### src/common/cache_defines.svh
`ifndef CACHE_DEFINES_SVH
`define CACHE_DEFINES_SVH

// Word address from the CPU, 32K lines worth of tags over 4-word lines
`define CACHE_ADDR_W 25
`define CACHE_DATA_W 32

// Address split is {tag, index, word select}
`define CACHE_TAG_W 13
`define CACHE_INDEX_W 10
`define CACHE_WSEL_W 2
`define CACHE_WORDS 4

// One select bit per byte lane
`define CACHE_SEL_W 4

`define REQ_FIFO_DEPTH 4
`define REQ_FIFO_PTR_W 2

`endif
### src/common/cache_pkg.sv
`default_nettype none

`include "cache_defines.svh"

package cache_pkg;

  typedef enum logic [4:0] {
    CTRL_INIT,
    CTRL_IDLE,
    CTRL_LOOKUP,
    CTRL_COMPARE,
    CTRL_HIT,
    CTRL_MISS,
    CTRL_FILL0,
    CTRL_FILL1,
    CTRL_FILL2,
    CTRL_FILL3,
    CTRL_FILL_WR,
    CTRL_FLUSH0,
    CTRL_FLUSH1,
    CTRL_FLUSH2,
    CTRL_FLUSH3,
    CTRL_FLUSH_WR,
    CTRL_DONE
  } ctrl_state_e;

  typedef enum logic [1:0] {
    BUS_IDLE,
    BUS_READ_WAIT,
    BUS_ACK
  } bus_state_e;

  typedef struct packed {
    logic                     we;
    logic [`CACHE_ADDR_W-1:0] adr;
    logic [`CACHE_DATA_W-1:0] dat;
    logic [`CACHE_SEL_W-1:0]  sel;
  } cache_req_t;

  typedef struct packed {
    logic                                       valid;
    logic [`CACHE_WORDS-1:0]                    dirty;
    logic [`CACHE_TAG_W-1:0]                    tag;
    logic [`CACHE_WORDS-1:0][`CACHE_DATA_W-1:0] data;
  } line_t;

endpackage

`default_nettype wire

### src/source/bus_front.sv
`timescale 1ns/100ps
`default_nettype none

`include "cache_defines.svh"

module bus_front (
  input  wire                      clk_i,
  input  wire                      rst_i,
  input  wire                      cyc_i,
  input  wire                      stb_i,
  input  wire                      we_i,
  input  wire [`CACHE_ADDR_W-1:0]  adr_i,
  input  wire [`CACHE_SEL_W-1:0]   sel_i,
  input  wire [`CACHE_DATA_W-1:0]  dat_i,
  output logic                     push_o,
  output cache_pkg::cache_req_t    req_o,
  output logic                     ack_o,
  input  wire                      fifo_full_i,
  input  wire                      fifo_empty_i,
  input  wire                      done_i
);

  cache_pkg::bus_state_e state, state_next;

  assign push_o = (state == cache_pkg::BUS_IDLE) && cyc_i && stb_i && !fifo_full_i;
  assign req_o  = '{we: we_i, adr: adr_i, dat: dat_i, sel: sel_i};
  assign ack_o  = (state == cache_pkg::BUS_ACK);

  always_comb begin
    state_next = state;
    case (state)
      cache_pkg::BUS_IDLE: begin
        if (push_o) begin
          state_next = we_i ? cache_pkg::BUS_ACK : cache_pkg::BUS_READ_WAIT;
        end
      end
      // A read may only finish once everything queued ahead of it is done
      cache_pkg::BUS_READ_WAIT: begin
        if (fifo_empty_i && done_i) begin
          state_next = cache_pkg::BUS_ACK;
        end
      end
      default: state_next = cache_pkg::BUS_IDLE;
    endcase
  end

  always_ff @(posedge clk_i or posedge rst_i) begin
    if (rst_i) begin
      state <= cache_pkg::BUS_IDLE;
    end else begin
      state <= state_next;
    end
  end

endmodule

`default_nettype wire

### config.mk
export PLATFORM = sky130hd
export DESIGN_NAME = bus_front
export DESIGN_NICKNAME = d
export VERILOG_FILES = /design/src/common/cache_pkg.sv /design/src/source/bus_front.sv
export VERILOG_INCLUDE_DIRS = /design/src /design/src/common
export SDC_FILE = /design/constraint.sdc
export NUM_CORES = 1
export LEC_CHECK = 0
export BUFFER_PORTS_ARGS = -buffer_cell sky130_fd_sc_hd__buf_4
export CELL_PAD_IN_SITES_DETAIL_PLACEMENT = 1
export CELL_PAD_IN_SITES_GLOBAL_PLACEMENT = 1
export CORE_MARGIN = 8
export CORE_UTILIZATION = 13
export DETAILED_ROUTE_END_ITERATION = 7
export PLACE_DENSITY_LB_ADDON = 0.1
export SLEW_MARGIN = 5
export SYNTH_ARGS = -nofsm -noshare
export SYNTH_HDL_FRONTEND = slang
export SYNTH_SLANG_ARGS = --single-unit
### constraint.sdc
create_clock -name clk_i -period 2.25 [get_ports clk_i]
set_clock_uncertainty 0.15 [all_clocks]
set_input_delay 0.45 -clock clk_i [delete_from_list [all_inputs] [get_ports clk_i]]
set_output_delay 0.45 -clock clk_i [all_outputs]
set_load 0.02 [all_outputs]
* Word level (Yosys, flattened, before mapping) *
Index checks and enable logic that the tools add are counted.

storage, ports and cells
  register bits after elaboration = 2
  input bits = 69
  output and inout port bits = 64
  logic and storage cells = 16

cells by class
  equality and inequality tests = 4
  multiplexer cells = 4
  reductions and logical operators = 7

operators with widths
  operator            number
  $mux 2              3
  $logic_and 1x1->1   4
  $ne 2x2->1 const B  2
  $pmux 2 s2          1
  $eq 2x1->1 const B  1
  $eq 2x2->1 const B  1
  $logic_not 2->1     1
  $reduce_and 2->1    1
  $logic_not 1->1     1

* Longest topological paths before layout *
  depth after elaboration = 6
  depth in mapped cells = 2

* Worst setup path after synthesis *
Ideal clock, no wire load.

  path kind = reg-to-output
  from = reg state[1]
  to = out push_o
  arrival = 0.944 ns
  required time = 1.650 ns
  slack = 0.706 ns
  cell stages (with the launch flop) = 3
  cells stage by stage = dfrtp_1 > or2_4 > nor3_2

between the ends
  word-level cells in the longest chain between the ends = 4

ends and longest elaborated chain
  what                             RTL line         text
  from (decl)                      bus_front.sv:23  cache_pkg::bus_state_e state, state_next;
  from (signal assigned)           bus_front.sv:49  state <= cache_pkg::BUS_IDLE;
  from (signal assigned)           bus_front.sv:51  state <= state_next;
  $logic_not 2->1                  bus_front.sv:25  assign push_o = (state == cache_pkg::BUS_IDLE) && cyc_i && stb_i && !fifo_full_i;
  $logic_and 1x1->1 (3 in series)  bus_front.sv:25
  to (decl)                        bus_front.sv:15  output logic push_o,

No other way between the ends.

* Worst setup path after layout *
Same ends and word-level chain as after synthesis.

==> flow_summary_export.csv <==
group,metric,value,unit
outcome,outcome,"finished clean",
critical_path,rrSetupSlack,1210,ps
grt,grt_pass1_wl,1.352,mm
critical_path,reg2reg_depth,2,
layout,stdcell_area,329.1,µm²
grt,gr-usage-met2,1.741,%
pwr,ir_drop,0.05318,mV
grt,grt_remaining_overflow,0,
placement,io_buffers,10,
critical_path,critPathMaxFanout,3,
grt,met1_usage,2.722,%
routing,vias,217,
grt,antenna_found_initial,0,
pwr,switching_share,21.99,%
layout,antenna_cells,0,
layout,drive_above_1_share,57.14,%
timing,fmax,559.6,MHz
critical_path,critical_path_class,"flip-flop to output port",
routing,routed_wl,916,µm
routing,drtAntennaViolNets,0,
synthesis,synth.distinct_cells,13,
routing,drtIter0Drc,6,
timing,relSlewSlack,90.71,%
worst_hold_path,hold_path_end,"state[1]$_DFFE_PP0P_",
timing,finalHoldViolations,0,
worst_hold_path,hp-start,"done_i",
clock_network,cts-root-buf,"clkbuf_8",
placement,place.gp.congestion,0.6732,
critical_path,path_cells,"or2_4, nor3_2, buf_4",
synthesis,netlist_area,603.1,µm²
floorplan,dieHeight,84.11,µm
synthesis,ys_seq_area_share,8.299,%
grt,grt_start_max_net_pins,4,
synthesis,synth_fp_nets,145,
pwr,seqPwrFrac,18.7,%
critical_path,required,1650,ps
clock_network,clock-sinks,2,
floorplan,ios,133,
critical_path,r2r-end,"state[1]$_DFFE_PP0P_",
timing,drv_slew,0,
synthesis,synthCells,76,
synthesis,synth-seq-cells,2,
synthesis,yosys_warnings,0,
clock_network,cts.path.max_buffers,2,
layout,regMostFlops,"state",
timing,worst_pin_slew,138.6,ps
floorplan,row_count,24,
routing,drc,0,
timing,fin_setup_tns,0,ps
pwr,power_frac_clock,63.1,%
layout,final_common_cell,"buf_4",
synthesis,syn_area_per_cell,7.935,µm²
critical_path,r2r_start,"state[1]$_DFFE_PP0P_",
pwr,power.density,682.8,nW/µm²
critical_path,max_stage_delay,380,ps
worst_hold_path,hold_path.class,"primary input to flip-flop",
clock_network,htreeDepth,1,
routing,dr.pass1.iters,2,
critical_path,critPathBufInv,1,
timing,grt_setup_unrepaired,"false",
floorplan,die_w,84.11,µm
pwr,leakage,0.1350,nW
routing,via_per_inst,2.713,
floorplan,dieArea,7074,µm²
worst_hold_path,hold_depth,3,
layout,largest_reg_flops,2,
floorplan,core-area,4414,µm²
run,max_cap_violations,0,
critical_path,crit_family,"simple AND/OR/NAND/NOR gates",
layout,areaGrowthSynthToFinish,-45.44,%
timing,setup_viol,0,
pwr,p_int,0.1753,mW
timing,final.period_utilization,79.42,%
placement,placed_area,277.8,µm²
layout,top_regs,"state x2",
pwr,switchingPower,0.04941,mW
layout,nets,99,
floorplan,initial_core_util,13.66,%
clock_network,cts_setup_buffers,0,
timing,period_needed,1787,ps
clock_network,clkTransAtPathRegs,30,ps
critical_path,end_kind,"output port",
clock_network,cts_buffers,3,
critical_path,crit_arrival,1190,ps
routing,post_drt_wl_per_cell,11.45,µm
pwr,power_frac_comb,18.2,%
critical_path,crit_path_start_kind,"flip-flop",
clock_network,clkLatencyLatePin,210,ps
timing,holdWs,393.8,ps
critical_path,critPathSlowestCell,"dfrtp_1",
grt,first_global_vias,237,
grt,met3_usage,3.906,%
layout,final_cell_mix,"buf_4 (10), clkbuf_8 (3), nand2_1 (2), dfrtp_1 (2)",
clock_network,tritoncts,"yes",
grt,top_usage_layer,"met4",
grt,grt_usage,2.778,%
[cells in the mapped netlist (all sizes together)]
cell type,number,area [µm²]
nor2b,1,6.260
o22ai,2,18.77
buf,62,465.5
nand4b,1,8.760
nand2,2,7.510
dfrtp,2,50.05
nand4bb,1,11.26
inv,1,3.750
and2,1,6.260
nor3,1,10.01
nand2b,1,6.260
or2,1,8.760
[power by group through the flow]
stage | Combinational (mW) | Clock (mW) | Sequential (mW)
6_report | 0.0410 | 0.142 | 0.0420
5_1_grt | 0.0447 | 0.153 | 0.0426
4_1_cts | 0.0418 | 0.147 | 0.0419
3_5_place_dp | 0.0400 | 0 | 0.0422
3_3_place_gp | 0.0392 | 0 | 0.0419
2_1_floorplan | 0.180 | 0 | 0.0417
[worst reg2reg max path: cells and delay by family (launching register included)]
kind	cells	cell delay (ps)
DFF	1	380
and+or+nand+nor	1	270
AOI/OAI and AO/OA	1	160
[kinds of logic (layout without fill, tap and decap cells)]
| family | count (synthesis) | after routing | share of synthesized area [%] |
|---|---|---|---|
| AOI/OAI and AO/OA | 2 | 2 | 3.112 |
| DFF | 2 | 2 | 8.299 |
| and+or+nand+nor | 9 | 9 | 10.79 |
| buffers and inverters | 63 | 15 | 77.80 |
[layer usage]
metal,vias to the layer above,part of all wire (%)
li1,78,-
met1,85,43
met2,39,25
met3,15,26
met4,0,6.3
met5,-,0
[stage by stage]
| stage | power [mW] | setup WS, ps | util (%) | std cells |
|---|---|---|---|---|
| final | 0.2247 | 463.0 | 7.455 | 80 |
| after global routing | 0.2407 | 395.3 | 7.455 | 80 |
| after CTS | 0.2307 | 440.1 | 7.455 | 80 |
| after detailed placement | 0.08223 | 674.1 | 6.293 | 76 |
| after global placement | 0.08113 | 709.9 | 6.293 | 76 |
| after floorplan | 0.2220 | 705.8 | - | 76 |
[cell type report]
type	count	area (µm²)
inverter	1	3.754
tap	52	65.06
sequential	2	50.05
multi-input combinational	11	83.83
timing repair buffer	11	85.08
fill	521	4085
clock buffer	3	41.29
[timing repair]
action                                  4_1_cts  5_1_grt
hold buffers                                  1        0
endpoints found under the setup margin        0        0
hold endpoints to repair                      2        0
gates resized for setup                       0        0
[worst max path at each step]
stage / startpoint / to / slack [ps] / cells after the start
3_3_place_gp: state[1]$_DFFE_PP0P_ / push_o / 710 / 3
6_report: state[1]$_DFFE_PP0P_ / push_o / 460 / 3
2_1_floorplan: state[1]$_DFFE_PP0P_ / push_o / 710 / 2
3_5_place_dp: state[1]$_DFFE_PP0P_ / push_o / 670 / 3
5_1_grt: state[1]$_DFFE_PP0P_ / push_o / 400 / 3
4_1_cts: state[1]$_DFFE_PP0P_ / push_o / 440 / 3
No activity file was read; power rests on OpenSTA's default activity.
