File: src/common/cache_defines.svh
`ifndef CACHE_DEFINES_SVH
`define CACHE_DEFINES_SVH

// Word address from the CPU, 32K lines worth of tags over 4-word lines
`define CACHE_ADDR_W 25
`define CACHE_DATA_W 32

// Address split is {tag, index, word select}
`define CACHE_TAG_W 13
`define CACHE_INDEX_W 10
`define CACHE_WSEL_W 2
`define CACHE_WORDS 4

// One select bit per byte lane
`define CACHE_SEL_W 4

`define REQ_FIFO_DEPTH 4
`define REQ_FIFO_PTR_W 2

`endif
File: src/common/cache_pkg.sv
`default_nettype none

`include "cache_defines.svh"

package cache_pkg;

  typedef enum logic [4:0] {
    CTRL_INIT,
    CTRL_IDLE,
    CTRL_LOOKUP,
    CTRL_COMPARE,
    CTRL_HIT,
    CTRL_MISS,
    CTRL_FILL0,
    CTRL_FILL1,
    CTRL_FILL2,
    CTRL_FILL3,
    CTRL_FILL_WR,
    CTRL_FLUSH0,
    CTRL_FLUSH1,
    CTRL_FLUSH2,
    CTRL_FLUSH3,
    CTRL_FLUSH_WR,
    CTRL_DONE
  } ctrl_state_e;

  typedef enum logic [1:0] {
    BUS_IDLE,
    BUS_READ_WAIT,
    BUS_ACK
  } bus_state_e;

  typedef struct packed {
    logic                     we;
    logic [`CACHE_ADDR_W-1:0] adr;
    logic [`CACHE_DATA_W-1:0] dat;
    logic [`CACHE_SEL_W-1:0]  sel;
  } cache_req_t;

  typedef struct packed {
    logic                                       valid;
    logic [`CACHE_WORDS-1:0]                    dirty;
    logic [`CACHE_TAG_W-1:0]                    tag;
    logic [`CACHE_WORDS-1:0][`CACHE_DATA_W-1:0] data;
  } line_t;

endpackage

`default_nettype wire

File: src/common/cache_if.sv
`timescale 1ns/100ps
`default_nettype none

`include "cache_defines.svh"

// Head of the request FIFO as seen by the controller
interface cache_req_if;
  logic                  valid;
  logic                  pop;
  cache_pkg::cache_req_t req;

  modport fifo (
    output valid,
    output req,
    input  pop
  );

  modport ctrl (
    input  valid,
    input  req,
    output pop
  );
endinterface


`default_nettype wire

File: src/source/req_fifo.sv
`timescale 1ns/100ps
`default_nettype none

`include "cache_defines.svh"

module req_fifo (
  input  wire                   clk_i,
  input  wire                   rst_i,
  input  wire                   push_i,
  input  cache_pkg::cache_req_t data_i,
  output logic                  full_o,
  output logic                  empty_o,
  cache_req_if.fifo             req_if
);

  cache_pkg::cache_req_t mem [`REQ_FIFO_DEPTH];

  logic [`REQ_FIFO_PTR_W-1:0] wr_ptr;
  logic [`REQ_FIFO_PTR_W-1:0] rd_ptr;
  logic [`REQ_FIFO_PTR_W:0]   count;
  logic                       do_push;
  logic                       do_pop;

  assign full_o  = (count == `REQ_FIFO_DEPTH);
  assign empty_o = (count == '0);
  assign do_push = push_i && !full_o;
  assign do_pop  = req_if.pop && !empty_o;

  // Head entry is visible without a read strobe
  assign req_if.valid = !empty_o;
  assign req_if.req   = mem[rd_ptr];

  always_ff @(posedge clk_i) begin
    if (do_push) begin
      mem[wr_ptr] <= data_i;
    end
  end

  // Pointers wrap on their own since the depth is a power of two
  always_ff @(posedge clk_i or posedge rst_i) begin
    if (rst_i) begin
      wr_ptr <= '0;
      rd_ptr <= '0;
      count  <= '0;
    end else begin
      if (do_push) begin
        wr_ptr <= wr_ptr + 1'b1;
      end
      if (do_pop) begin
        rd_ptr <= rd_ptr + 1'b1;
      end
      case ({do_push, do_pop})
        2'b10:   count <= count + 1'b1;
        2'b01:   count <= count - 1'b1;
        default: count <= count;
      endcase
    end
  end

endmodule

`default_nettype wire

File: src/flat_wrapper.sv
// flat-port wrapper written by rule: the top's interface ports become plain ports
module req_fifo_flat 
  (clk_i, rst_i, push_i, data_i, full_o, empty_o, req_if_valid, req_if_req, req_if_pop);
  cache_req_if req_if_i ();
  input  wire clk_i;
  input  wire rst_i;
  input  wire push_i;
  input  cache_pkg::cache_req_t data_i;
  output logic full_o;
  output logic empty_o;
  output wire logic [$bits(req_if_i.valid)-1:0] req_if_valid;
  output wire logic [$bits(req_if_i.req)-1:0] req_if_req;
  input wire logic [$bits(req_if_i.pop)-1:0] req_if_pop;
  assign req_if_valid = req_if_i.valid;
  assign req_if_req = req_if_i.req;
  assign req_if_i.pop = req_if_pop;
  req_fifo u_core (.clk_i(clk_i), .rst_i(rst_i), .push_i(push_i), .data_i(data_i), .full_o(full_o), .empty_o(empty_o), .req_if(req_if_i));
endmodule
File: config.mk
export PLATFORM = sky130hd
export DESIGN_NAME = req_fifo_flat
export DESIGN_NICKNAME = d
export VERILOG_FILES = /design/src/common/cache_pkg.sv /design/src/common/cache_if.sv /design/src/source/req_fifo.sv /design/src/flat_wrapper.sv
export VERILOG_INCLUDE_DIRS = /design/src /design/src/common
export SDC_FILE = /design/constraint.sdc
export NUM_CORES = 1
export LEC_CHECK = 0
export ABC_CLOCK_PERIOD_IN_PS = 3350
export BUFFER_PORTS_ARGS = -buffer_cell sky130_fd_sc_hd__buf_2
export CAP_MARGIN = 5
export CORE_UTILIZATION = 50
export CTS_BUF_LIST = sky130_fd_sc_hd__clkbuf_4 sky130_fd_sc_hd__clkbuf_8
export CTS_CLUSTER_DIAMETER = 60
export CTS_CLUSTER_SIZE = 10
export DETAILED_ROUTE_END_ITERATION = 10
export PLACE_DENSITY = 0.75
export SLEW_MARGIN = 20
export SYNTH_ARGS = -nofsm -noshare
export SYNTH_HDL_FRONTEND = slang
export SYNTH_SLANG_ARGS = --single-unit
File: constraint.sdc
create_clock -name clk_i -period 3.35 [get_ports clk_i]
set_input_delay 0.1675 -clock clk_i [delete_from_list [all_inputs] [get_ports clk_i]]
set_output_delay 0.1675 -clock clk_i [all_outputs]
set_load 0.02 [all_outputs]
Word-level counts from Yosys, hierarchy flattened:

Memory sizes are Yosys's and may differ from the RTL's.
Cells that the tools add are included.

* bits in registers: 7
* RAM bits: 248
* output and inout bits: 65
* word-level logic and storage cells: 20
* memories kept: 1

* add/subtract/negate cells: 4
* equal/unequal tests: 3
* multiplexer cells: 3
* reduce and logical (&&, ||, !) cells: 6

Memories
* u_core.mem: words 4, bits a word 62, rd ports 1, clocked after Yosys merged registers in 0, wr ports 1, line req_fifo.sv:16 `` cache_pkg::cache_req_t mem [`REQ_FIFO_DEPTH]; ``

Operator list (number)
* 3-bit case mux with 2 select lines: 1
* 2-bit by 1-bit adder with 2-bit output (second input constant): 2
* 3-bit by 1-bit adder with 3-bit output (second input constant): 1
* 3-bit == test (second input constant): 1
* 3-bit logical NOT: 1
* 3-bit by 1-bit subtractor with 3-bit output (second input constant): 1
* 2-bit by 1-bit == test with 1-bit output (second input constant): 1
* 2-bit == test (second input constant): 1
* 1-bit logical AND: 2
* 1-bit logical NOT: 2
* 1-bit two-way mux: 2
* 2-bit nonzero test: 1

Longest topological paths before layout:

* depth in word-level cells: 5
* gate-level depth with buffers: 9
* gate-level depth less buffers: 9

Least setup slack after synthesis:

OpenSTA, ideal clock, no wires.

* path kind: reg2reg
* start: reg u_core.count[2]
* end: mem u_core.mem[0][0] in the netlist's numbering, enable pin
* library setup time: 426 ps
* data arrival time: 2323 ps
* required time: 2924 ps
* slack: 600 ps
* cell stages (with the launch flop): 4
* buffers on the path: 0
* path through: dfrtp_1 -> nor3b_2 -> nor2b_2 -> and2_1

* longest elaborated chain between the ends: 5

Ends and longest elaborated chain
* start, declared: line req_fifo.sv:20 `` logic [`REQ_FIFO_PTR_W:0] count; ``
* start signal, assigned: line req_fifo.sv:53 `2'b10: count <= count + 1'b1;`
* start signal, assigned: line req_fifo.sv:54 `2'b01: count <= count - 1'b1;`
* start signal, assigned: line req_fifo.sv:55 `default: count <= count;`
* 3-bit == test (no source line)
* net full_o: line flat_wrapper.sv:9 `output logic full_o;`
* 1-bit logical NOT: line req_fifo.sv:26 `assign do_push = push_i && !full_o;`
* 1-bit logical AND: line req_fifo.sv:26
* 1-bit two-way mux: line req_fifo.sv:34 `if (do_push) begin`
* 1-bit two-way mux (not written as such): line req_fifo.sv:35 `mem[wr_ptr] <= data_i;`
* end, declared: line req_fifo.sv:16

The timed path passes the listed nets, and every way through them passes these cells.

Worst setup path in the final report:

* start: reg u_core.rd_ptr[0]
* end: out req_if_req[60]

* longest elaborated chain between the ends: 1

Ends and longest elaborated chain
* start, declared: line req_fifo.sv:19 `` logic [`REQ_FIFO_PTR_W-1:0] rd_ptr; ``
* start signal, assigned: line req_fifo.sv:50 `rd_ptr <= rd_ptr + 1'b1;`
* memory 4 x 62 bit
* end, declared: line flat_wrapper.sv:12 `output wire logic [$bits(req_if_i.req)-1:0] req_if_req;`

Every way passes these cells.

==> impl_metrics.ini <==
[global_route]
track_usage_pct = 17.8
antenna_found_initial = 2
grt_pass1_vias = 4788
gr-total-overflow = 0
grt_max_degree = 64
grt_pass1_wl_mm = 26.1

[die]
die_h_um = 140
core_um2 = 18300
io_pins = 131
std_cell_rows = 49
start_util_pct = 51.8
dieArea_um2 = 19500
die_w_um = 140

[synthesis]
ys_types = 21
synth_area_leaders = edfxtp_1 (79%), mux4_2 (14%), dfrtp_1 (1.9%)
ys_warn_count = 0
synth_cells = 363
synth_area_per_cell_um2 = 26.0
syn_area_um2 = 9460
synth-edff-count = 248
synth_seq_cells = 255
ys_dominant_reg_cell = edfxtp_1
async_reset_ff_share_pct = 2.75
synth_most_common_cell = edfxtp_1
yosys-top-cells-count = edfxtp_1 (248), mux4_2 (58), inv_1 (8)
synth_largest_area_cell = edfxtp_1
ys_seq_area_share_pct = 80.6
synth_fp_nets = 435
synth.top_cell.area_share_pct = 78.8

[drt]
routedLengthMet1_mm = 7.21
vias = 4415
postRouteAntennaNets = 0
wire_per_inst_um = 20.3
vias_per_cell = 5.35
wl_met3_um = 963
top_layer = met5
remaining_drc_errors = 0
first_pass_iters = 4
drt_iter0_drc = 203
dr_wl_met2_mm = 8.30
wl_mm = 16.8

[critical_path]
start_kind = register
end_kind = output port
regToRegSetupSlack_ps = 1130
arrival_ps = 2540
cp_max_fo = 37
r2r_start = u_core.count[2]$_DFFE_PP0P_
reg2reg_to = u_core.mem[0][25]$_DFFE_PP_
crit_required_ps = 3180
ff2ff_path_depth = 3
path_class = reg -> out

[timing]
tightest_slew_ps = 1000
setup-violations-final = 0
fmax_mhz = 370
skew_ps = 33.3
maxSlewHeadroom_pct = 33.2
finalHoldViolCount = 0
rsz0062_at_grt = no
fin_crit_sh_pct = 80.7
slew_viol_final = 0
fin_crit_ps = 2700
tns_ps = 0

[status]
status = completed

[placement]
gp_routability_congestion = 0.734
io_buffer_count = 130
dp_hpwl_mm = 8.77

[flow_run]
maxCapViolCount = 0

[cts]
cts.reportedPaths.clkPinSlew_ps = 60
cts_buffers = 29
cts.htree.levels = 1
clk_latency_ps = 560
ctsLongestPathBuffers = 3
cts_sinks = 255
post_cts_buffers = 0
clock-root-buffer = clkbuf_8
cts_tree = built

[power]
sequentialPowerShare_pct = 47.8
swShare_pct = 32.1
power.switching_uw = 3120
internal_power_uw = 6610
vdd_ir_drop_max_mv = 0.467
finalPower_uw = 9730
p_comb_share_pct = 31.0
pwr_density_cell_nw_per_um2 = 848
p_leak_uw = 0.00401
clockPowerShare_pct = 21.1

[layout]
area_growth_pct = 21.4
final_nets = 646
drive_above_1_share_pct = 42.1

[hold_path]
worst_hold_path_type = in -> reg
min_path_cells = 3
min_from = req_if_pop
hold_end = u_core.rd_ptr[0]$_DFFE_PP0P_
[how the worst max path moves through the flow]
stage                                      start                          end  slack, ps  cells past startpoint
floorplan            u_core.count[2]$_DFFE_PP0P_   u_core.mem[0][0]$_DFFE_PP_        600                      3
global placement    u_core.rd_ptr[0]$_DFFE_PP0P_               req_if_req[60]       1150                      3
detailed placement   u_core.count[2]$_DFFE_PP0P_  u_core.mem[2][19]$_DFFE_PP_       1140                      3
CTS                 u_core.rd_ptr[0]$_DFFE_PP0P_               req_if_req[60]        540                      3
global route        u_core.rd_ptr[0]$_DFFE_PP0P_               req_if_req[60]        450                      3
finish              u_core.rd_ptr[0]$_DFFE_PP0P_               req_if_req[60]        650                      3
[power groups by stage]
stage | registers [µW] | logic, µW | clock network (µW)
2_1_floorplan | 4410 | 2460 | 0
3_3_place_gp | 4690 | 2960 | 0
3_5_place_dp | 4740 | 3000 | 0
4_1_cts | 4670 | 3070 | 2120
5_1_grt | 4730 | 3220 | 2240
6_report | 4650 | 3020 | 2060
[critical path: stages, from the launching register on]
cell and delay [ps]:
dfrtp_4 800, buf_12 370, mux4_1 610, buf_2 180
[kinds of logic (layout without fill, tap and decap cells)]
family                   after synthesis  after routing  synth area share, %
AND/OR/NAND/NOR                        9              9                0.635
multiplexers                          64             64                 15.2
AO/OA/AOI/OAI                          1              1               0.0926
other                                  0              1                    0
adder cells (fa/ha/maj)                6              6                0.873
flip-flops                           255            255                 80.6
XOR/XNOR                               6              6                0.556
buffers and inverters                 22            255                 2.08
[area by class of cell]
cell class	instances	area, µm²
fillers	1248	6790
well taps	229	287
clock inverters	2	15.0
multi-input cells	86	1650
repair buffers	194	1300
diodes	1	2.50
flip-flops and latches	255	7630
clock buffers	51	564
inverters	8	30.0
[placed cells by master (no fill, tap or decap)]
master	n
o31a_1	1
inv_1	8
buf_12	1
ha_1	5
diode_2	1
buf_2	130
xor2_1	3
mux4_2	58
or3_1	1
fa_1	1
dfrtp_1	5
edfxtp_1	248
nand2_1	1
dfrtp_4	2
clkbuf_4	22
mux2i_1	1
nor2b_2	1
nor3b_2	1
dlygate4sd3_1	63
xnor2_1	3
and2_4	4
mux2_2	1
mux4_1	4
clkinvlp_4	2
nor2_1	1
clkbuf_8	29
[per-stage QoR]
stage	hold slack [ps]	std cells	utilization, %	setup WS [ps]	instance area (µm²)
floorplan	-29.1	363	-	600	9460
global placement	129	709	56.2	1150	10300
detailed placement	143	709	56.2	1140	10300
CTS	43.2	825	62.8	536	11500
global route	87.2	826	62.8	449	11500
finish	75.0	826	62.8	647	11500
[state kept, by name, summed over array words and instances, names as in the netlist]
name,cells
u_core.mem,248
u_core.wr_ptr,2
u_core.count,3
u_core.rd_ptr,2
[timing repair]
item                      4_1_cts  5_1_grt
hold endpoints to repair      255        0
gates resized for setup         0        0
hold buffers                   63        0
[per-layer routing]
| layer | up-vias | track usage (%) |
|---|---|---|
| met5 | - | 0 |
| met4 | 2 | 5.15 |
| met3 | 31 | 3.96 |
| met2 | 156 | 30.2 |
| met1 | 2260 | 23.4 |
| li1 | 1966 | - |
No activity file was read; power rests on OpenSTA's default activity.
