<file path="src/common/cache_defines.svh">
`ifndef CACHE_DEFINES_SVH
`define CACHE_DEFINES_SVH

// Word address from the CPU, 32K lines worth of tags over 4-word lines
`define CACHE_ADDR_W 25
`define CACHE_DATA_W 32

// Address split is {tag, index, word select}
`define CACHE_TAG_W 13
`define CACHE_INDEX_W 10
`define CACHE_WSEL_W 2
`define CACHE_WORDS 4

// One select bit per byte lane
`define CACHE_SEL_W 4

`define REQ_FIFO_DEPTH 4
`define REQ_FIFO_PTR_W 2

`endif
</file>
<file path="src/common/cache_pkg.sv">
`default_nettype none

`include "cache_defines.svh"

package cache_pkg;

  typedef enum logic [4:0] {
    CTRL_INIT,
    CTRL_IDLE,
    CTRL_LOOKUP,
    CTRL_COMPARE,
    CTRL_HIT,
    CTRL_MISS,
    CTRL_FILL0,
    CTRL_FILL1,
    CTRL_FILL2,
    CTRL_FILL3,
    CTRL_FILL_WR,
    CTRL_FLUSH0,
    CTRL_FLUSH1,
    CTRL_FLUSH2,
    CTRL_FLUSH3,
    CTRL_FLUSH_WR,
    CTRL_DONE
  } ctrl_state_e;

  typedef enum logic [1:0] {
    BUS_IDLE,
    BUS_READ_WAIT,
    BUS_ACK
  } bus_state_e;

  typedef struct packed {
    logic                     we;
    logic [`CACHE_ADDR_W-1:0] adr;
    logic [`CACHE_DATA_W-1:0] dat;
    logic [`CACHE_SEL_W-1:0]  sel;
  } cache_req_t;

  typedef struct packed {
    logic                                       valid;
    logic [`CACHE_WORDS-1:0]                    dirty;
    logic [`CACHE_TAG_W-1:0]                    tag;
    logic [`CACHE_WORDS-1:0][`CACHE_DATA_W-1:0] data;
  } line_t;

endpackage

`default_nettype wire

</file>
<file path="src/common/cache_if.sv">
`timescale 1ns/100ps
`default_nettype none

`include "cache_defines.svh"

// Head of the request FIFO as seen by the controller
interface cache_req_if;
  logic                  valid;
  logic                  pop;
  cache_pkg::cache_req_t req;

  modport fifo (
    output valid,
    output req,
    input  pop
  );

  modport ctrl (
    input  valid,
    input  req,
    output pop
  );
endinterface

// Line RAM access, rdata follows index by one clock
interface cache_line_if;
  logic [`CACHE_INDEX_W-1:0] index;
  logic                      wren;
  cache_pkg::line_t          wdata;
  cache_pkg::line_t          rdata;

  modport ctrl (
    output index,
    output wren,
    output wdata,
    input  rdata
  );

  modport mem (
    input  index,
    input  wren,
    input  wdata,
    output rdata
  );
endinterface

`default_nettype wire

</file>
<file path="src/cache/cache_ctrl.sv">
`timescale 1ns/100ps
`default_nettype none

`include "cache_defines.svh"

module cache_ctrl (
  input  wire                      clk_i,
  input  wire                      rst_i,
  cache_req_if.ctrl                req_if,
  cache_line_if.ctrl               line_if,
  output logic                     m_cyc_o,
  output logic                     m_we_o,
  output logic [`CACHE_ADDR_W-1:0] m_adr_o,
  output logic [`CACHE_DATA_W-1:0] m_dat_o,
  input  wire [`CACHE_DATA_W-1:0]  m_dat_i,
  input  wire                      m_ack_i,
  output logic [`CACHE_DATA_W-1:0] rd_dat_o,
  output logic                     done_o,
  output logic                     hit_o,
  output logic                     miss_o
);

  cache_pkg::ctrl_state_e state, state_next;

  logic [`CACHE_INDEX_W-1:0] init_cnt;
  cache_pkg::cache_req_t     req_q;
  cache_pkg::line_t          line_q;
  cache_pkg::line_t          merge_line;
  logic [`CACHE_TAG_W-1:0]   req_tag;
  logic [`CACHE_INDEX_W-1:0] req_index;
  logic [`CACHE_WSEL_W-1:0]  req_wsel;
  logic                      line_hit;
  logic                      in_fill;
  logic                      in_flush;
  logic [`CACHE_WSEL_W-1:0]  beat;

  assign req_tag   = req_q.adr[`CACHE_ADDR_W-1 -: `CACHE_TAG_W];
  assign req_index = req_q.adr[`CACHE_WSEL_W +: `CACHE_INDEX_W];
  assign req_wsel  = req_q.adr[`CACHE_WSEL_W-1:0];
  assign line_hit  = line_if.rdata.valid && (line_if.rdata.tag == req_tag);

  assign req_if.pop = (state == cache_pkg::CTRL_IDLE) && req_if.valid;

  assign line_if.index = (state == cache_pkg::CTRL_INIT) ? init_cnt : req_index;
  assign line_if.wdata = (state == cache_pkg::CTRL_INIT) ? '0 : line_q;
  assign line_if.wren  = (state == cache_pkg::CTRL_INIT) ||
                         (state == cache_pkg::CTRL_FILL_WR) ||
                         (state == cache_pkg::CTRL_FLUSH_WR) ||
                         ((state == cache_pkg::CTRL_DONE) && req_q.we);

  assign done_o = (state == cache_pkg::CTRL_DONE);
  assign hit_o  = (state == cache_pkg::CTRL_HIT);
  assign miss_o = (state == cache_pkg::CTRL_MISS);

  always_comb begin
    in_fill  = 1'b0;
    in_flush = 1'b0;
    beat     = '0;
    case (state)
      cache_pkg::CTRL_FILL0:  in_fill = 1'b1;
      cache_pkg::CTRL_FILL1:  begin in_fill = 1'b1; beat = 2'd1; end
      cache_pkg::CTRL_FILL2:  begin in_fill = 1'b1; beat = 2'd2; end
      cache_pkg::CTRL_FILL3:  begin in_fill = 1'b1; beat = 2'd3; end
      cache_pkg::CTRL_FLUSH0: in_flush = 1'b1;
      cache_pkg::CTRL_FLUSH1: begin in_flush = 1'b1; beat = 2'd1; end
      cache_pkg::CTRL_FLUSH2: begin in_flush = 1'b1; beat = 2'd2; end
      cache_pkg::CTRL_FLUSH3: begin in_flush = 1'b1; beat = 2'd3; end
      default: ;
    endcase
  end

  // Write-back goes to the old tag, which line_q still holds during the flush
  assign m_cyc_o = in_fill || in_flush;
  assign m_we_o  = in_flush;
  assign m_adr_o = {(in_flush ? line_q.tag : req_tag), req_index, beat};
  assign m_dat_o = line_q.data[beat];

  always_comb begin
    merge_line = line_if.rdata;
    for (int b = 0; b < `CACHE_SEL_W; b++) begin
      if (req_q.sel[b]) begin
        merge_line.data[req_wsel][8*b +: 8] = req_q.dat[8*b +: 8];
      end
    end
    merge_line.dirty[req_wsel] = 1'b1;
  end

  always_comb begin
    state_next = state;
    case (state)
      cache_pkg::CTRL_INIT: begin
        if (init_cnt == '0) begin
          state_next = cache_pkg::CTRL_IDLE;
        end
      end
      cache_pkg::CTRL_IDLE: begin
        if (req_if.valid) begin
          state_next = cache_pkg::CTRL_LOOKUP;
        end
      end
      cache_pkg::CTRL_LOOKUP:  state_next = cache_pkg::CTRL_COMPARE;
      cache_pkg::CTRL_COMPARE: state_next = line_hit ? cache_pkg::CTRL_HIT : cache_pkg::CTRL_MISS;
      cache_pkg::CTRL_HIT:     state_next = cache_pkg::CTRL_DONE;
      cache_pkg::CTRL_MISS: begin
        if (line_if.rdata.valid && |line_if.rdata.dirty) begin
          state_next = cache_pkg::CTRL_FLUSH0;
        end else begin
          state_next = cache_pkg::CTRL_FILL0;
        end
      end
      // Beat states are numbered in order, so an ack steps to the next one
      cache_pkg::CTRL_FILL0, cache_pkg::CTRL_FILL1, cache_pkg::CTRL_FILL2,
      cache_pkg::CTRL_FILL3, cache_pkg::CTRL_FLUSH0, cache_pkg::CTRL_FLUSH1,
      cache_pkg::CTRL_FLUSH2, cache_pkg::CTRL_FLUSH3: begin
        if (m_ack_i) begin
          state_next = cache_pkg::ctrl_state_e'(state + 1'b1);
        end
      end
      cache_pkg::CTRL_FILL_WR:  state_next = cache_pkg::CTRL_LOOKUP;
      cache_pkg::CTRL_FLUSH_WR: state_next = cache_pkg::CTRL_FILL0;
      default:                  state_next = cache_pkg::CTRL_IDLE;
    endcase
  end

  always_ff @(posedge clk_i or posedge rst_i) begin
    if (rst_i) begin
      state    <= cache_pkg::CTRL_INIT;
      init_cnt <= '1;
    end else begin
      state <= state_next;
      if (state == cache_pkg::CTRL_INIT) begin
        init_cnt <= init_cnt - 1'b1;
      end
    end
  end

  always_ff @(posedge clk_i) begin
    if (req_if.pop) begin
      req_q <= req_if.req;
    end
    if (state == cache_pkg::CTRL_HIT) begin
      if (req_q.we) begin
        line_q <= merge_line;
      end else begin
        rd_dat_o <= line_if.rdata.data[req_wsel];
      end
    end
    if (state == cache_pkg::CTRL_MISS) begin
      line_q <= line_if.rdata;
    end
    if (in_flush && m_ack_i) begin
      line_q.dirty[beat] <= 1'b0;
    end
    if (in_fill && m_ack_i) begin
      line_q.valid       <= 1'b1;
      line_q.tag         <= req_tag;
      line_q.dirty[beat] <= 1'b0;
      line_q.data[beat]  <= m_dat_i;
    end
  end

endmodule

`default_nettype wire

</file>
<file path="src/flat_wrapper.sv">
// flat-port wrapper written by rule: the top's interface ports become plain ports
module cache_ctrl_flat 
  (clk_i, rst_i, m_cyc_o, m_we_o, m_adr_o, m_dat_o, m_dat_i, m_ack_i, rd_dat_o, done_o, hit_o, miss_o, req_if_valid, req_if_req, req_if_pop, line_if_index, line_if_wren, line_if_wdata, line_if_rdata);
  cache_req_if req_if_i ();
  cache_line_if line_if_i ();
  input  wire clk_i;
  input  wire rst_i;
  output logic m_cyc_o;
  output logic m_we_o;
  output logic [`CACHE_ADDR_W-1:0] m_adr_o;
  output logic [`CACHE_DATA_W-1:0] m_dat_o;
  input  wire [`CACHE_DATA_W-1:0] m_dat_i;
  input  wire m_ack_i;
  output logic [`CACHE_DATA_W-1:0] rd_dat_o;
  output logic done_o;
  output logic hit_o;
  output logic miss_o;
  input wire logic [$bits(req_if_i.valid)-1:0] req_if_valid;
  input wire logic [$bits(req_if_i.req)-1:0] req_if_req;
  output wire logic [$bits(req_if_i.pop)-1:0] req_if_pop;
  output wire logic [$bits(line_if_i.index)-1:0] line_if_index;
  output wire logic [$bits(line_if_i.wren)-1:0] line_if_wren;
  output wire logic [$bits(line_if_i.wdata)-1:0] line_if_wdata;
  input wire logic [$bits(line_if_i.rdata)-1:0] line_if_rdata;
  assign req_if_i.valid = req_if_valid;
  assign req_if_i.req = req_if_req;
  assign req_if_pop = req_if_i.pop;
  assign line_if_index = line_if_i.index;
  assign line_if_wren = line_if_i.wren;
  assign line_if_wdata = line_if_i.wdata;
  assign line_if_i.rdata = line_if_rdata;
  cache_ctrl u_core (.clk_i(clk_i), .rst_i(rst_i), .req_if(req_if_i), .line_if(line_if_i), .m_cyc_o(m_cyc_o), .m_we_o(m_we_o), .m_adr_o(m_adr_o), .m_dat_o(m_dat_o), .m_dat_i(m_dat_i), .m_ack_i(m_ack_i), .rd_dat_o(rd_dat_o), .done_o(done_o), .hit_o(hit_o), .miss_o(miss_o));
endmodule
</file>
<file path="config.mk">
export PLATFORM = sky130hd
export DESIGN_NAME = cache_ctrl_flat
export DESIGN_NICKNAME = d
export VERILOG_FILES = /design/src/common/cache_pkg.sv /design/src/common/cache_if.sv /design/src/cache/cache_ctrl.sv /design/src/flat_wrapper.sv
export VERILOG_INCLUDE_DIRS = /design/src /design/src/common
export SDC_FILE = /design/constraint.sdc
export NUM_CORES = 1
export LEC_CHECK = 0
export ABC_AREA = 1
export BUFFER_PORTS_ARGS = -buffer_cell sky130_fd_sc_hd__buf_2
export CAP_MARGIN = 30
export CELL_PAD_IN_SITES_DETAIL_PLACEMENT = 1
export CELL_PAD_IN_SITES_GLOBAL_PLACEMENT = 2
export CORE_MARGIN = 4
export CORE_UTILIZATION = 27
export CTS_BUF_LIST = sky130_fd_sc_hd__clkbuf_16
export DETAILED_ROUTE_END_ITERATION = 8
export HOLD_SLACK_MARGIN = 0.08
export PLACE_DENSITY = 0.82
export SYNTH_ARGS = -nofsm -noshare
export SYNTH_HDL_FRONTEND = slang
export SYNTH_SLANG_ARGS = --single-unit
export TNS_END_PERCENT = 50
</file>
<file path="constraint.sdc">
create_clock -name clk_i -period 5.9 [get_ports clk_i]
set_clock_uncertainty 0.15 [all_clocks]
set_input_delay 0.59 -clock clk_i [delete_from_list [all_inputs] [get_ports clk_i]]
set_output_delay 0.59 -clock clk_i [all_outputs]
set_load 0.02 [all_outputs]
</file>
* After elaboration in Yosys (flattened, before gate mapping)
Index checks and enable logic that the tools add are counted.
Word-level totals: word-level logic and storage cells 118, register bits after elaboration 255, output and inout port bits 252, input port bits 244
Operators by class: mux-type cells 44, reduce and logical (&&, ||, !) cells 29, $add $sub $neg 2, $lt $le $gt $ge 4, bitwise logic cells 5, equal/unequal tests 20
Operator list (number):
- bitwise mux 128 bit | 5
- two-way mux 146 bit | 4
- two-way mux 128 bit | 4
- demux 32 bit (select 2 bit) | 5
- two-way mux 145 bit | 1
- binary-select mux 32 bit (select 2 bit) | 2
- two-way mux 32 bit | 4
- case mux 5 bit (9 select lines) | 1
- == test 5 x 4 -> 1 bit, second input constant | 8
- two-way mux 24 bit | 1
- == test 5 x 3 -> 1 bit, second input constant | 4
- two-way mux 16 bit | 1
- two-way mux 5 bit | 3
- == test 13 bit | 1
- two-way mux 13 bit | 1
- OR reduction 4 bit | 3
- == test 5 x 2 -> 1 bit, second input constant | 2
- zero test 10 bit | 1
- two-way mux 10 bit | 1
- subtractor 10 x 1 -> 10 bit, second input constant | 1
- bitwise AND 4 bit | 2
- logical AND 1 bit | 8
- two-way mux 4 bit | 2
- two-way mux 8 bit | 1
- 20 further kinds | 38

* Depth between registers and ports, before layout
Gate-level depths: netlist (run 1).
depth after elaboration 19, mapped depth 13, gate-level depth less buffers 12

* Worst setup path after synthesis (run 1)
OpenSTA, ideal clock, no wires.
kind register to output, from reg u_core.state[1], to out req_if_pop, required time 5160 ps, setup slack 1408 ps, cell stages (with the launch flop) 7, arrival time 3752 ps, buffers on the path 0, path through dfrtp_1 > inv_1 > ha_1 > nand2_1 > inv_1 > nand2_1 > nor2_1
On the way: cells in the longest elaborated chain, start to end 2
Ends and longest elaborated chain:
- from (decl) | RTL line cache_ctrl.sv:23 | cache_pkg::ctrl_state_e state, state_next;
- from (signal assigned) | RTL line cache_ctrl.sv:127 | state <= cache_pkg::CTRL_INIT;
- from (signal assigned) | RTL line cache_ctrl.sv:130 | state <= state_next;
- == test 5 x 1 -> 1 bit | RTL line cache_ctrl.sv:42 | assign req_if.pop = (state == cache_pkg::CTRL_IDLE) && req_if.valid;
- logical AND 1 bit | RTL line cache_ctrl.sv:42
- to (decl) | RTL line flat_wrapper.sv:20 | output wire logic [$bits(req_if_i.pop)-1:0] req_if_pop;
No other way between the ends.

* Final worst setup path (run 1)
from reg u_core.state[0], to out line_if_wdata[62]
On the way: cells in the longest elaborated chain, start to end 2
Ends and longest elaborated chain:
- zero test 5 bit | RTL line cache_ctrl.sv:45 | assign line_if.wdata = (state == cache_pkg::CTRL_INIT) ? '0 : line_q;
- two-way mux 146 bit | RTL line cache_ctrl.sv:45
- to (decl) | RTL line flat_wrapper.sv:23 | output wire logic [$bits(line_if_i.wdata)-1:0] line_if_wdata;
No other way between the ends.

==> metrics.txt, run 1 <==
most common cell after layout, fill and taps aside=nand2_1; I/O pins=496; die width=252 um; Post-Route M1 WL=36,100 um; critical path peak fanout=62; residual DRC count=0; largest net degree at the start of global routing=100; total negative slack=0 ns; Routed WL=83,800 um; all-layer global routing usage=0.252; sequential fraction of the synthesis area=0.389; flops & latches, synth=255; number of global-route vias before repair=19,600; Max Clk Rate=225 MHz; final net count=3,122; Design Area, Final=20,800 um2; post-synth cell types=34; Net Count, Synth=2,666; dpl ws=2.01 ns; Clk network pwr share=0.174; Die Y-Extent=252 um; Cell Area, Placed=19,000 um2; number of fill cells=7,625; endpoints failing setup=0; hpwl dp=57,200 um; Worst path top cell family by delay=buffers and inverters; CTS Sinks=255; post-route ant nets=0; RSZ-0062 raised after global routing=no; slew margin rel.=0.316; clock latency on the worst-skew pair=0.55 ns; Worst VDD drop=0.236 mV; first-pass GRT wire length=123,000 um; Placer Congestion=0.841; Static Leakage=10.7 nW; Post-Syn Instances=2,416; Tightest Hold Check Type=primary input to flip-flop; cell chain of the critical path=inv_1, ha_1, inv_1, nor2_1, nand2_1, inv_6, buf_4, nor2_1, buf_2; Final Slew Violations=0; CP bufs+invs=5; Avg WL per Cell=22.8 um; Net Sw Frac=0.518; Initial Utilization=0.272; CTS root buffer=clkbuf_16; routed wl met3=5020 um; Syn-to-layout area delta=29.2%; actual slew at the worst max-slew pin=1.03 ns; PwrDens=577 nW/um2; WL met2=39,600 um; slowest cell on the critical path=inv_6; TritonRoute pass-1 iters=5; CTS tree=done; Port Buf Inserts=495; H-tree level count=2; row count=89; final hold violations=0; Core ar.=59,000 um2; Syn Area/Cell=6.66 um2; initial antenna violation count=7; critical path class=flip-flop to primary output; yosys warns=0; 1st-iter DRT viols=1,292; switching power=6.21 mW; vias=18,800; Arr. time, crit path=3.71 ns; Final period util=0.754; post-route minimum period=4.45 ns; Crit path largest cell delay=0.68 ns; status=complete, no violations; Comb power frac=0.551; Remaining Overflow, GRT=0; area of the die=63,500 um2; Num CTS Buffers=36; synthesized cell area=16,100 um2; layout cells sized above 1=0.214; Internal Power=5.78 mW; Hold-fix buffers, CTS=61; PnR worst setup slack=1.45 ns; Resized cells post-CTS=0; Sequential Power Share=0.275; clock buffer depth=3; max-cap violations=0; Critical Path RT=5.16 ns; Post CTS Setup Buffer Count=0; kind of end point of the critical path=primary output; startpoint types=flip-flop; post-DR vias/cell=5.12; highest routed layer=met5; clk slew on worst S/H paths=0.06 ns; most frequent cells in the layout=811 x nand2_1, 495 x buf_2, 329 x inv_1
==> registers in the layout (all words and copies together) (netlist names) <==
signal           count
u_core.rd_dat_o     32
u_core.line_q      146
u_core.state         5
u_core.init_cnt     10
u_core.m_adr_o      10
u_core.req_q        52
==> layer usage <==
metal,GRT usage,vias up
li1,-,8757
met1,0.326,9231
met2,0.423,663
met3,0.0474,172
met4,0.0916,2
met5,0,-
==> path summary, 6_finish.rpt <==
kind                                            to  cells after the start  slack (ns)          startpoint
worst max-delay path             line_if_wdata[62]                      9        1.45     u_core.state[0]
worst min-delay path              u_core.req_q[22]                      1        0.11      req_if_req[22]
worst max register to register   u_core.line_q[29]                     12        1.92     u_core.state[1]
worst min register to register  u_core.init_cnt[1]                      2        0.35  u_core.init_cnt[1]
max in group asynchronous          u_core.state[3]                      3        4.64               rst_i
min in group asynchronous          u_core.state[4]                      3        0.54               rst_i
==> cell usage after synthesis <==
cell       count  area [um2]
ha_1           6        75.1
nand2_1      812        3050
dfxtp_1      133        2660
nand2_4        3        33.8
o31ai_1        2        15.0
clkbuf_1      89         334
inv_2         15        56.3
a21oi_2        2        17.5
edfxtp_1     107        3210
nor2_2         3        18.8
xor2_1         8        70.1
nand2_2       10        62.6
buf_2         50         250
nor2_4         6        67.6
a31oi_1        1        6.26
inv_4          1        6.26
o21ai_0       79         395
buf_4         17         128
nand4_1       49         307
nor3_1         4        20.0
and2_1         1        6.26
nand3_1      151         756
dfstp_2       10         263
buf_1          6        22.5
o211ai_1       3        22.5
nor2_1       291        1090
o21ai_1        1        5.00
a21oi_1       38         190
or2_2          3        18.8
inv_1        318        1190
o221ai_1      31         272
dfrtp_1        5         125
o2111ai_1     96         841
a22oi_1       65         488
==> power groups by stage <==
stage | combinational [mW] | sequential, mW | clock, mW
floorplan | 4.28 | 3.04 | 0
global placement | 6.43 | 3.29 | 0
detailed placement | 6.59 | 3.30 | 0
CTS | 6.65 | 3.28 | 2.13
global route | 7.25 | 3.37 | 2.20
finish | 6.60 | 3.30 | 2.09
==> metrics by stage <==
stage | utilization | power (mW) | hold slack [ns] | instances
3_3_place_gp | 0.322 | 9.72 | 0.332 | 3543
2_1_floorplan | - | 7.33 | 0.311 | 2416
3_5_place_dp | 0.323 | 9.89 | 0.341 | 3545
4_1_cts | 0.351 | 12.1 | 0.0862 | 3670
5_1_grt | 0.352 | 12.8 | 0.0878 | 3677
6_report | 0.352 | 12.0 | 0.112 | 3677
==> cell type report <==
type / instances / area, um2 / area share
Multi-Input combinational cell: 1665 / 7870 / 0.379
Sequential cell: 255 / 6260 / 0.301
Timing Repair Buffer: 580 / 3310 / 0.159
Inverter: 334 / 1270 / 0.0611
Tap cell: 773 / 967 / 0.0465
Clock buffer: 37 / 926 / 0.0446
Clock inverter: 27 / 159 / 0.00765
Antenna cell: 6 / 15.0 / 0.000723
==> cell families (layout without fill, tap and decap cells) <==
group	Yosys count	after routing	share of synthesized area
compound gates	318	318	0.140
xor+xnor	8	8	0.00436
fa+ha+maj	6	6	0.00467
buf+inv	496	978	0.124
flops	255	255	0.389
other cells	0	6	0
simple gates	1333	1333	0.338
(Power assumes the default switching activity.)
==> inputs of run 2 (changes only) <==
==> constraint.sdc (replaced) <==
create_clock -name clk_i -period 4.6 [get_ports clk_i]
set_clock_uncertainty 0.15 [all_clocks]
set_input_delay 0.46 -clock clk_i [delete_from_list [all_inputs] [get_ports clk_i]]
set_output_delay 0.46 -clock clk_i [all_outputs]
set_load 0.02 [all_outputs]
==> metrics.txt, run 2 (synthesis results as in run 1) <==
terminus of the critical flop-to-flop path=u_core.line_q[88]; clk slew on worst S/H paths=0.06 ns; Static Leakage=11.1 nW; critical path peak fanout=15; most common cell after layout, fill and taps aside=nand2_1; endpoints failing setup=0; TritonRoute pass-1 iters=6; WHS Endpoint=u_core.line_q[69]; total negative slack=0 ns; max-cap violations=0; I/O pins=496; critical path class=flip-flop to primary output; Routed WL=86,600 um; Port Buf Inserts=495; FF-to-FF path depth=12; CTS root buffer=clkbuf_16; number of global-route vias before repair=20,200; first-pass GRT wire length=128,000 um; R2R Setup Slk=1.00 ns; Tightest Hold Check Type=primary input to flip-flop; Syn-to-layout area delta=33.8%; post-DR vias/cell=5.17; largest net degree at the start of global routing=98; clock latency on the worst-skew pair=0.55 ns; PwrDens=727 nW/um2; worst hold start=line_if_rdata[69]; Placer Congestion=0.832; Initial Utilization=0.272; Core ar.=59,000 um2; Worst Hold Depth=5; vias=19,300; Final Instance Count excl. Fillers=3,743; Max Clk Rate=256 MHz; WHS=0.0995 ns; area of the die=63,500 um2; Avg WL per Cell=23.1 um; Worst VDD drop=0.364 mV; cell chain of the critical path=inv_1, ha_1, nand2_1, nor2_1, a21oi_2, nand2_4, nor2_4, buf_4, nand2_1, nand4_1, buf_2; CP most frequent cell=nand2_1; startpoint types=flip-flop; 1st-iter DRT viols=1,469; Critical Path RT=3.99 ns; final net count=3,192; H-tree level count=2; CTS Sinks=255; hpwl dp=59,500 um; CTS tree=done; Arr. time, crit path=3.30 ns; RSZ-0062 raised after global routing=no; final hold violations=0; slowest cell on the critical path=nor2_4; Crit path largest cell delay=0.53 ns; Cell Count Post-Placement=3,559; Die Y-Extent=252 um; most frequent cells in the layout=811 x nand2_1, 495 x buf_2, 331 x inv_1; Num CTS Buffers=35; status=complete, no violations; post-route ant nets=0; all-layer global routing usage=0.261; Post CTS Setup Buffer Count=0; kind of end point of the critical path=primary output; Remaining Overflow, GRT=0; actual slew at the worst max-slew pin=1.00 ns; Final period util=0.850; layout cells sized above 1=0.214; largest registers=u_core.line_q x146, u_core.req_q x52, u_core.rd_dat_o x32; row count=89; max reg flops=146; clock buffer depth=3; Final Slew Violations=0; initial antenna violation count=3; Top reg by flops=u_core.line_q; post-route minimum period=3.91 ns; residual DRC count=0; slew margin rel.=0.332; die width=252 um; R2R Path Start=u_core.state[0]
run 2: power breakdown:
group	switching, mW	internal (mW)	leakage [nW]	total (mW)
logic	6.12	2.64	8.21	8.77
clock network	1.12	1.53	0.581	2.65
registers	0.841	3.38	2.28	4.22
total	8.09	7.56	11.1	15.6
run 2: per-layer routing:
layer	track usage	up-vias	share of wire
li1	-	8890	-
met1	0.343	9582	0.43
met2	0.452	711	0.49
met3	0.0353	150	0.058
met4	0.0733	2	0.026
met5	0	-	0.00015
run 2: cell type report:
cell class                 instances  area, um2
multi-input combinational       1665       7870
fill                            7571      37500
tap                              773        967
timing repair buffer             651       4060
clock inverter                    25        129
sequential                       255       6260
inverter                         334       1270
clock buffer                      38        951
antenna                            2       5.00
run 2: worst max path at each step:
stage,from,to,slack (ns),depth (start not counted)
floorplan,u_core.state[1],u_core.m_adr_o[10],0.20,6
global placement,u_core.state[0],m_dat_o[1],1.28,11
detailed placement,u_core.state[0],m_dat_o[1],1.21,11
CTS,u_core.state[0],m_dat_o[1],0.61,11
global route,u_core.state[0],line_if_index[9],0.44,10
finish,u_core.state[0],m_dat_o[1],0.69,11
run 2: critical path: cells and delay by family, from the launching register on:
family / cells / cell delay [ns]
AOI/OAI and AO/OA: 1 / 0.17
adders and majority gates: 1 / 0.25
buffers and inverters: 3 / 0.69
DFF: 1 / 0.41
and+or+nand+nor: 6 / 1.19
run 2: per-stage QoR:
stage / setup WS [ns] / power (mW) / util / instance area (um2)
final: 0.691 / 15.6 / 0.364 / 21500
after floorplan: 0.204 / 9.40 / - / 16100
after global routing: 0.444 / 16.7 / 0.364 / 21500
after global placement: 1.28 / 12.6 / 0.325 / 19200
after CTS: 0.606 / 15.7 / 0.364 / 21500
after detailed placement: 1.21 / 12.8 / 0.326 / 19200
run 2: what timing repair did:
item	4_1_cts	5_1_grt
hold buffers	118	0
gates resized for setup	0	0
hold endpoints to repair	196	0
